--- config.mk ---
export PLATFORM = sky130hd
export DESIGN_NAME = ucode_top
export DESIGN_NICKNAME = d
export VERILOG_FILES = /design/src/hw/ucode_pkg.sv /design/src/hw/ucode_if.sv /design/src/hw/ucode_sequencer.sv /design/src/hw/ucode_rom.sv /design/src/hw/ucode_top.sv
export VERILOG_INCLUDE_DIRS = /design/src /design/src/hw
export SDC_FILE = /design/constraint.sdc
export NUM_CORES = 1
export LEC_CHECK = 0
export ABC_AREA = 0
export BUFFER_PORTS_ARGS = -buffer_cell sky130_fd_sc_hd__buf_2
export CAP_MARGIN = 20
export CORE_UTILIZATION = 53
export CTS_CLUSTER_SIZE = 16
export DETAILED_ROUTE_END_ITERATION = 10
export PLACE_DENSITY = 0.88
export SKIP_CTS_REPAIR_TIMING = 1
export SYNTH_ARGS = -nofsm -noshare
export SYNTH_HDL_FRONTEND = slang
export SYNTH_HIERARCHICAL = 1
export SYNTH_SLANG_ARGS = --single-unit
--- constraint.sdc ---
create_clock -name clk -period 3.15 [get_ports clk]
set_input_delay 0.63 -clock clk [delete_from_list [all_inputs] [get_ports clk]]
set_output_delay 0.63 -clock clk [all_outputs]
set_load 0.02 [all_outputs]
--- src/hw/ucode_defs.svh ---
`ifndef UCODE_DEFS_SVH
`define UCODE_DEFS_SVH

// Field widths of the control word and the micro-address.
`define UCODE_OPCODE_W    6
`define UCODE_UOP_W       5
`define UCODE_CTRL_DATA_W 8
`define UCODE_REG_SEL_W   2
`define UCODE_OUT_W       4
`define UCODE_IN_W        3
`define UCODE_MISC_W      2
`define UCODE_MLU_W       3
`define UCODE_SHIFTER_W   2

// Opcodes kept by this store.
`define UCODE_OP_RESET 6'd0
`define UCODE_OP_FETCH 6'd1
`define UCODE_OP_ADDU  6'd3   // rD = rS + zeroext(I).
`define UCODE_OP_ADD3  6'd4   // rD = rA + rB.
`define UCODE_OP_OR3   6'd6   // rD = rA | rB.
`define UCODE_OP_BEQ   6'd8   // PC += signext(I) when rA == rB.
`define UCODE_OP_BNE   6'd11  // PC += signext(I) when rA != rB.
`define UCODE_OP_AND   6'd12  // rD = rS & zeroext(I).
`define UCODE_OP_XOR3  6'd13  // rD = rA ^ rB.

`define UCODE_REG_SEL_OPWORD0 2'd0
`define UCODE_REG_SEL_OPWORD1 2'd1
`define UCODE_REG_SEL_OPWORD2 2'd2
`define UCODE_REG_SEL_CONTROL 2'd3  // Register number comes from ctrl_data.

// Bus sources.
`define UCODE_OUT_NONE       4'd0
`define UCODE_OUT_REG        4'd1
`define UCODE_OUT_TMP0       4'd2
`define UCODE_OUT_MMU        4'd4
`define UCODE_OUT_MLU        4'd5
`define UCODE_OUT_SHIFTER    4'd6
`define UCODE_OUT_CTRL_DATA  4'd8
`define UCODE_OUT_OPWORD_IMM 4'd9

// Bus destinations.
`define UCODE_IN_REG    3'd1
`define UCODE_IN_TMP0   3'd2
`define UCODE_IN_TMP1   3'd3
`define UCODE_IN_OPWORD 3'd5
`define UCODE_IN_OPCODE 3'd6

`define UCODE_MISC_RESET_UOP 2'd1

`define UCODE_OPSEL_OPWORD 1'b0
`define UCODE_OPSEL_BUS    1'b1

`define UCODE_MLU_ADD 3'd0
`define UCODE_MLU_SUB 3'd1
`define UCODE_MLU_AND 3'd2
`define UCODE_MLU_OR  3'd3
`define UCODE_MLU_XOR 3'd4

`define UCODE_SHIFTER_SIGNEXT16 2'd3

`define UCODE_REG_PC 5'd31  // r31 is the program counter.

// Sequence lengths in cycles, go-fetch step included.
`define UCODE_RESET_LEN     3
`define UCODE_FETCH_LEN     5
`define UCODE_ALU_LEN       4
`define UCODE_BR_TAKEN_LEN  9
`define UCODE_BR_SKIP_LEN   4

`endif

--- src/hw/ucode_pkg.sv ---
`default_nettype none

`include "ucode_defs.svh"

package ucode_pkg;

  // Micro-address fields.
  typedef logic [`UCODE_OPCODE_W-1:0] opcode_t;
  typedef logic [`UCODE_UOP_W-1:0]    uop_count_t;

  // Constant the microcode drives onto the bus.
  typedef logic [`UCODE_CTRL_DATA_W-1:0] ctrl_data_t;

  typedef logic [`UCODE_REG_SEL_W-1:0] reg_sel_t;
  typedef logic [`UCODE_OUT_W-1:0]     out_plane_t;   // Bus source.
  typedef logic [`UCODE_IN_W-1:0]      in_plane_t;    // Bus destination.
  typedef logic [`UCODE_MISC_W-1:0]    misc_plane_t;
  typedef logic [`UCODE_MLU_W-1:0]     mlu_op_t;
  typedef logic [`UCODE_SHIFTER_W-1:0] shifter_plane_t;

endpackage

`default_nettype wire

--- src/hw/ucode_if.sv ---
`default_nettype none

interface ucode_if
  import ucode_pkg::*;
();

  // Micro-address, registered in the sequencer.
  opcode_t    opcode;
  uop_count_t uop_count;
  logic       cond_var;

  // Decoded control word.
  ctrl_data_t     ctrl_data;
  reg_sel_t       reg_sel;
  out_plane_t     out_plane;
  in_plane_t      in_plane;
  misc_plane_t    misc_plane;
  mlu_op_t        mlu_op;
  logic           mlu_carry;
  shifter_plane_t shifter_plane;
  logic           opcode_sel;

  modport seq (
    output opcode, uop_count, cond_var,
    input  ctrl_data, in_plane, misc_plane, opcode_sel
  );

  modport rom (
    input  opcode, uop_count, cond_var,
    output ctrl_data, reg_sel, out_plane, in_plane, misc_plane,
           mlu_op, mlu_carry, shifter_plane, opcode_sel
  );

endinterface

`default_nettype wire

--- src/hw/ucode_sequencer.sv ---
`default_nettype none

`include "ucode_defs.svh"

module ucode_sequencer
  import ucode_pkg::*;
(
  input  logic    clk,
  input  logic    arst_n,
  input  opcode_t opword_opcode,  // Opcode field of the datapath opword register.
  input  logic    mlu_zero,
  ucode_if.seq    bus
);

  opcode_t    opcode_q;
  uop_count_t uop_count_q;
  logic       cond_var_q;

  opcode_t    opcode_next;
  logic       load_opcode;
  logic       reset_uop;

  assign load_opcode = (bus.in_plane == `UCODE_IN_OPCODE);
  assign reset_uop   = (bus.misc_plane == `UCODE_MISC_RESET_UOP);

  // Go-fetch puts the opcode on the bus, fetch step 4 takes it from the opword.
  assign opcode_next = (bus.opcode_sel == `UCODE_OPSEL_BUS)
                     ? bus.ctrl_data[`UCODE_OPCODE_W-1:0]
                     : opword_opcode;

  always_ff @(posedge clk or negedge arst_n) begin
    if (!arst_n) begin
      opcode_q    <= `UCODE_OP_RESET;  // Start in the reset sequence.
      uop_count_q <= '0;
      cond_var_q  <= 1'b0;
    end else begin
      if (reset_uop) begin
        uop_count_q <= '0;
      end else begin
        uop_count_q <= uop_count_q + uop_count_t'(1);
      end

      if (load_opcode) begin
        opcode_q <= opcode_next;
      end

      // Zero flag of micro-op N becomes the condition of micro-op N+1.
      cond_var_q <= mlu_zero;
    end
  end

  assign bus.opcode    = opcode_q;
  assign bus.uop_count = uop_count_q;
  assign bus.cond_var  = cond_var_q;

endmodule

`default_nettype wire

--- src/hw/ucode_rom.sv ---
`default_nettype none

`include "ucode_defs.svh"

module ucode_rom
  import ucode_pkg::*;
(
  ucode_if.rom bus
);

  ctrl_data_t     ctrl_data;
  reg_sel_t       reg_sel;
  out_plane_t     out_plane;
  in_plane_t      in_plane;
  misc_plane_t    misc_plane;
  mlu_op_t        mlu_op;
  logic           mlu_carry;
  shifter_plane_t shifter_plane;
  logic           opcode_sel;

  logic    go_fetch;     // Current step ends the instruction.
  logic    alu_imm;      // Second operand is the opword immediate.
  mlu_op_t alu_sel;
  logic    take_branch;

  // ADDU and AND take their second operand from the immediate field.
  assign alu_imm = (bus.opcode == `UCODE_OP_ADDU) || (bus.opcode == `UCODE_OP_AND);

  // BEQ continues on a zero result, BNE on a non-zero one.
  assign take_branch = (bus.opcode == `UCODE_OP_BEQ) ? bus.cond_var : !bus.cond_var;

  always_comb begin
    case (bus.opcode)
      `UCODE_OP_OR3:  alu_sel = `UCODE_MLU_OR;
      `UCODE_OP_XOR3: alu_sel = `UCODE_MLU_XOR;
      `UCODE_OP_AND:  alu_sel = `UCODE_MLU_AND;
      default:        alu_sel = `UCODE_MLU_ADD;  // ADD3 and ADDU.
    endcase
  end

  always_comb begin
    ctrl_data     = '0;
    reg_sel       = '0;
    out_plane     = `UCODE_OUT_NONE;
    in_plane      = '0;
    misc_plane    = '0;
    mlu_op        = '0;
    mlu_carry     = 1'b0;
    shifter_plane = '0;
    opcode_sel    = `UCODE_OPSEL_OPWORD;
    go_fetch      = 1'b0;

    case (bus.opcode)
      `UCODE_OP_RESET: begin
        case (bus.uop_count)
          5'd0: begin
            ctrl_data = ctrl_data_t'(1);
            out_plane = `UCODE_OUT_CTRL_DATA;
            in_plane  = `UCODE_IN_TMP0;
          end
          5'd1: begin  // PC = 1.
            ctrl_data = ctrl_data_t'(`UCODE_REG_PC);
            reg_sel   = `UCODE_REG_SEL_CONTROL;
            out_plane = `UCODE_OUT_TMP0;
            in_plane  = `UCODE_IN_REG;
          end
          default: go_fetch = 1'b1;
        endcase
      end

      `UCODE_OP_FETCH: begin
        case (bus.uop_count)
          5'd0: begin  // Copy the PC into TMP0 as memory address.
            ctrl_data = ctrl_data_t'(`UCODE_REG_PC);
            reg_sel   = `UCODE_REG_SEL_CONTROL;
            out_plane = `UCODE_OUT_REG;
            in_plane  = `UCODE_IN_TMP0;
          end
          5'd1: begin
            out_plane = `UCODE_OUT_MMU;  // Opword read.
            in_plane  = `UCODE_IN_OPWORD;
          end
          5'd2: begin
            ctrl_data = ctrl_data_t'(1);  // Increment for the PC.
            reg_sel   = `UCODE_REG_SEL_CONTROL;
            out_plane = `UCODE_OUT_CTRL_DATA;
            in_plane  = `UCODE_IN_TMP1;
          end
          5'd3: begin
            ctrl_data = ctrl_data_t'(`UCODE_REG_PC);
            reg_sel   = `UCODE_REG_SEL_CONTROL;
            out_plane = `UCODE_OUT_MLU;
            in_plane  = `UCODE_IN_REG;
            mlu_op    = `UCODE_MLU_ADD;
          end
          5'd4: begin
            in_plane   = `UCODE_IN_OPCODE;  // Opcode from the opword.
            misc_plane = `UCODE_MISC_RESET_UOP;
            opcode_sel = `UCODE_OPSEL_OPWORD;
          end
          default: go_fetch = 1'b1;
        endcase
      end

      `UCODE_OP_ADD3, `UCODE_OP_OR3, `UCODE_OP_XOR3,
      `UCODE_OP_ADDU, `UCODE_OP_AND: begin
        case (bus.uop_count)
          5'd0: begin
            reg_sel   = `UCODE_REG_SEL_OPWORD1;
            out_plane = `UCODE_OUT_REG;
            in_plane  = `UCODE_IN_TMP0;
          end
          5'd1: begin
            if (alu_imm) begin
              out_plane = `UCODE_OUT_OPWORD_IMM;
            end else begin
              reg_sel   = `UCODE_REG_SEL_OPWORD2;
              out_plane = `UCODE_OUT_REG;
            end
            in_plane = `UCODE_IN_TMP1;
          end
          5'd2: begin  // Result into the destination register.
            reg_sel   = `UCODE_REG_SEL_OPWORD0;
            out_plane = `UCODE_OUT_MLU;
            in_plane  = `UCODE_IN_REG;
            mlu_op    = alu_sel;
          end
          default: go_fetch = 1'b1;
        endcase
      end

      `UCODE_OP_BEQ, `UCODE_OP_BNE: begin
        case (bus.uop_count)
          5'd0: begin
            reg_sel   = `UCODE_REG_SEL_OPWORD0;
            out_plane = `UCODE_OUT_REG;
            in_plane  = `UCODE_IN_TMP0;
          end
          5'd1: begin
            reg_sel   = `UCODE_REG_SEL_OPWORD1;
            out_plane = `UCODE_OUT_REG;
            in_plane  = `UCODE_IN_TMP1;
          end
          5'd2: begin  // Compare; zero flag is latched for step 3.
            mlu_op    = `UCODE_MLU_SUB;
            mlu_carry = 1'b1;
          end
          5'd3: begin
            if (take_branch) begin
              out_plane = `UCODE_OUT_OPWORD_IMM;
              in_plane  = `UCODE_IN_TMP0;
            end else begin
              go_fetch = 1'b1;
            end
          end
          5'd4: begin
            out_plane = `UCODE_OUT_NONE;  // Zero into TMP1.
            in_plane  = `UCODE_IN_TMP1;
          end
          5'd5: begin  // Sign-extended offset.
            shifter_plane = `UCODE_SHIFTER_SIGNEXT16;
            out_plane     = `UCODE_OUT_SHIFTER;
            in_plane      = `UCODE_IN_TMP1;
          end
          5'd6: begin
            ctrl_data = ctrl_data_t'(`UCODE_REG_PC);
            reg_sel   = `UCODE_REG_SEL_CONTROL;
            out_plane = `UCODE_OUT_REG;
            in_plane  = `UCODE_IN_TMP0;
          end
          5'd7: begin  // PC += offset.
            ctrl_data = ctrl_data_t'(`UCODE_REG_PC);
            reg_sel   = `UCODE_REG_SEL_CONTROL;
            out_plane = `UCODE_OUT_MLU;
            in_plane  = `UCODE_IN_REG;
            mlu_op    = `UCODE_MLU_ADD;
          end
          default: go_fetch = 1'b1;
        endcase
      end

      default: go_fetch = 1'b1;  // Unknown opcode.
    endcase

    // Shared go-fetch step: load FETCH over the bus and restart the count.
    if (go_fetch) begin
      ctrl_data  = ctrl_data_t'(`UCODE_OP_FETCH);
      out_plane  = `UCODE_OUT_CTRL_DATA;
      in_plane   = `UCODE_IN_OPCODE;
      misc_plane = `UCODE_MISC_RESET_UOP;
      opcode_sel = `UCODE_OPSEL_BUS;
    end
  end

  assign bus.ctrl_data     = ctrl_data;
  assign bus.reg_sel       = reg_sel;
  assign bus.out_plane     = out_plane;
  assign bus.in_plane      = in_plane;
  assign bus.misc_plane    = misc_plane;
  assign bus.mlu_op        = mlu_op;
  assign bus.mlu_carry     = mlu_carry;
  assign bus.shifter_plane = shifter_plane;
  assign bus.opcode_sel    = opcode_sel;

endmodule

`default_nettype wire

--- src/hw/ucode_top.sv ---
`default_nettype none

module ucode_top
  import ucode_pkg::*;
(
  input  logic           clk,
  input  logic           arst_n,
  input  opcode_t        opword_opcode,
  input  logic           mlu_zero,
  output ctrl_data_t     ctrl_data,
  output reg_sel_t       reg_sel,
  output out_plane_t     out_plane,
  output in_plane_t      in_plane,
  output misc_plane_t    misc_plane,
  output mlu_op_t        mlu_op,
  output logic           mlu_carry,
  output shifter_plane_t shifter_plane
);

  ucode_if bus ();

  ucode_sequencer u_sequencer (
    .clk           (clk),
    .arst_n        (arst_n),
    .opword_opcode (opword_opcode),
    .mlu_zero      (mlu_zero),
    .bus           (bus.seq)
  );

  ucode_rom u_rom (
    .bus (bus.rom)
  );

  // Datapath fields; opcode_sel stays inside the sequencer loop.
  assign ctrl_data     = bus.ctrl_data;
  assign reg_sel       = bus.reg_sel;
  assign out_plane     = bus.out_plane;
  assign in_plane      = bus.in_plane;
  assign misc_plane    = bus.misc_plane;
  assign mlu_op        = bus.mlu_op;
  assign mlu_carry     = bus.mlu_carry;
  assign shifter_plane = bus.shifter_plane;

endmodule

`default_nettype wire

==> results.sh <==
export IMPL_overflow=0
export IMPL_ys_seq_area_frac=0.220
export IMPL_post_synth_num_cell_types=54
export IMPL_stdcell_count=246
export IMPL_ant_nets=0
export IMPL_cts_tree="yes"
export IMPL_place_inst=232
export IMPL_yosysWarnings=6
export IMPL_grt_start_max_net_pins=16
export IMPL_grt_usage=0.278
export IMPL_netlist_area_mm2=0.00137
export IMPL_area_growth_pct=23.9
export IMPL_finalMaxSlewViolations=0
export IMPL_reg2reg_from="u_sequencer/bus.opcode[4]"
export IMPL_num_antenna_cells=0
export IMPL_post_route_util=0.689
export IMPL_gp_congestion=0.967
export IMPL_fp_dieH_um=52.8
export IMPL_hp_class="input pin to asynchronous set/reset pin"
export IMPL_synth_seq_cells=12
export IMPL_crit_fanout=5
export IMPL_required_ps=2520
export IMPL_final_hold_violation_count=0
export IMPL_clock_latency_ps=270
export IMPL_mostFrequentLayoutCell="buf_2"
export IMPL_fin_crit_sh=0.991
export IMPL_cts_sinks=12
export IMPL_synth_flop_cell="dfrtp_1"
export IMPL_power_density_mw_per_mm2=1200
export IMPL_grt_pass1_wl_um=5710
export IMPL_ios=34
export IMPL_core_mm2=0.00245
export IMPL_root_buffer="clkbuf_4"
export IMPL_io_buffer_count=29
export IMPL_dr_pass1_iters=5
export IMPL_maxCapViolations=0
export IMPL_outcome="complete, no violations"
export IMPL_row_count=18
export IMPL_start_util=0.556
export IMPL_layout_drive_gt1_share=0.370
export IMPL_vias=1523
export IMPL_grt_pass1_vias=1253
export IMPL_cts_buffers=3
export IMPL_p_leak_nw=0.779
export IMPL_antenna_found_initial=0
export IMPL_synth_edf_count=0
export IMPL_dieWidth_um=52.8
export IMPL_rsz0062_at_grt="true"
export IMPL_wirelength_um=3870
export IMPL_skew_ps=6.47
export IMPL_vias_per_cell=6.19
export IMPL_endpoint_kind="primary output"
export IMPL_netlist_instances=178
export IMPL_worst_setup_path_start_kind="register"
export IMPL_die_area_mm2=0.00278
export IMPL_critPathLaunch="u_sequencer/bus.opcode[5]"
export IMPL_place_hpwl_um=2730
export IMPL_cp_arrival_ps=2490
export IMPL_max_freq_mhz=320
export IMPL_async_reset_ff_frac=1.00
export IMPL_min_period_ps=3120
export IMPL_syn_area_per_cell_um2=7.67
export IMPL_drt_initial_drc_count=147
export IMPL_nNetsFinal=227
export IMPL_setup_viol=0
export IMPL_most_common_layout_cells="buf_2, buf_4, nor2_1"
export IMPL_htree_levels=1
export IMPL_path_class="register to primary output"
export IMPL_peakVddDrop_v=0.000926
export IMPL_worst_hold_slack_ps=218
export IMPL_avgRoutedWirePerCell_um=15.7
export IMPL_clkTransAtPathRegs_ps=80
export IMPL_drc=0
export IMPL_clock_path_buffers=2
cell usage after synthesis (3+ instances only):
master	number	area [um2]
buf_4	8	60.1
nand2b_1	3	18.8
buf_2	4	20.0
nand4_1	4	25.0
nor3_1	6	30.0
o21ai_0	10	50.1
or2_2	3	18.8
nand2_1	19	71.3
nand3_1	4	20.0
nand3b_1	3	22.5
mux2i_1	6	60.1
nor2_1	21	78.8
o21ai_2	5	43.8
dfrtp_1	12	300
a21oi_1	6	30.0
clkbuf_1	5	18.8
xnor2_1	4	35.0
buf_6	3	33.8
nor2b_1	5	31.3
registers in the layout, indices dropped and copies added (netlist names):
signal,count
u_sequencer/bus.uop_count,5
u_sequencer/bus.opcode,6
u_sequencer/bus.cond_var,1
power by group:
part	total [W]	internal, W	leakage (nW)	switching [W]
clock network	0.000121	0.0000702	0.0210	0.0000508
logic	0.00159	0.000640	0.609	0.000952
registers	0.000317	0.000212	0.149	0.000104
critical path: stages (launching register included):
cell	delay, ps
dfrtp_1	420
or4b_4	560
o21ai_4	200
a2111oi_4	100
nor4_4	390
inv_2	70
a221o_1	320
buf_6	150
metrics by stage:
stage	setup WS (ps)	area (um2)	setup TNS (ps)	power [W]
after detailed placement	161	1520	0	0.00171
after CTS	-150	1550	-400	0.00183
after global routing	-55.9	1690	-153	0.00217
final	29.8	1690	0	0.00203
after global placement	204	1520	0	0.00167
after floorplan	83.0	1380	0	0.00141
kinds of logic after synthesis:
logic type      count (synthesis)  share of synthesized area
mux                             7                     0.0522
fa+ha+maj                       2                     0.0165
other cells                     1                    0.00275
simple gates                   82                      0.327
buf+inv                        23                      0.105
xor+xnor                        6                     0.0385
compound gates                 45                      0.237
flops                          12                      0.220
cell type report:
cell class | count | area [um2]
clock buffer | 4 | 36.3
timing repair buffer | 51 | 317
inverter | 3 | 11.3
tap | 30 | 37.5
multi-input combinational | 146 | 985
sequential | 12 | 305
fill | 202 | 763
path summary, 6_finish.rpt:
| path | end | slack, ps | cells past startpoint |
|---|---|---|---|
| worst max-delay path | ctrl_data[0] | 30 | 7 |
| worst min-delay path | u_sequencer/bus.opcode[1] | 220 | 1 |
| worst max register to register | u_sequencer/bus.uop_count[2] | 610 | 7 |
| worst min register to register | u_sequencer/bus.opcode[2] | 560 | 2 |
| max in group asynchronous | u_sequencer/bus.opcode[0] | 2690 | 1 |
| min in group clk | u_sequencer/bus.cond_var | 470 | 1 |
routing by layer:
metal | GRT usage | vias up | wire length, um
met3 | 0.0638 | 14 | 298
met1 | 0.358 | 708 | 1600
met4 | 0.0746 | 0 | 59
li1 | - | 710 | -
met2 | 0.462 | 91 | 1910
met5 | 0 | - | 0
(Power assumes the default switching activity.)
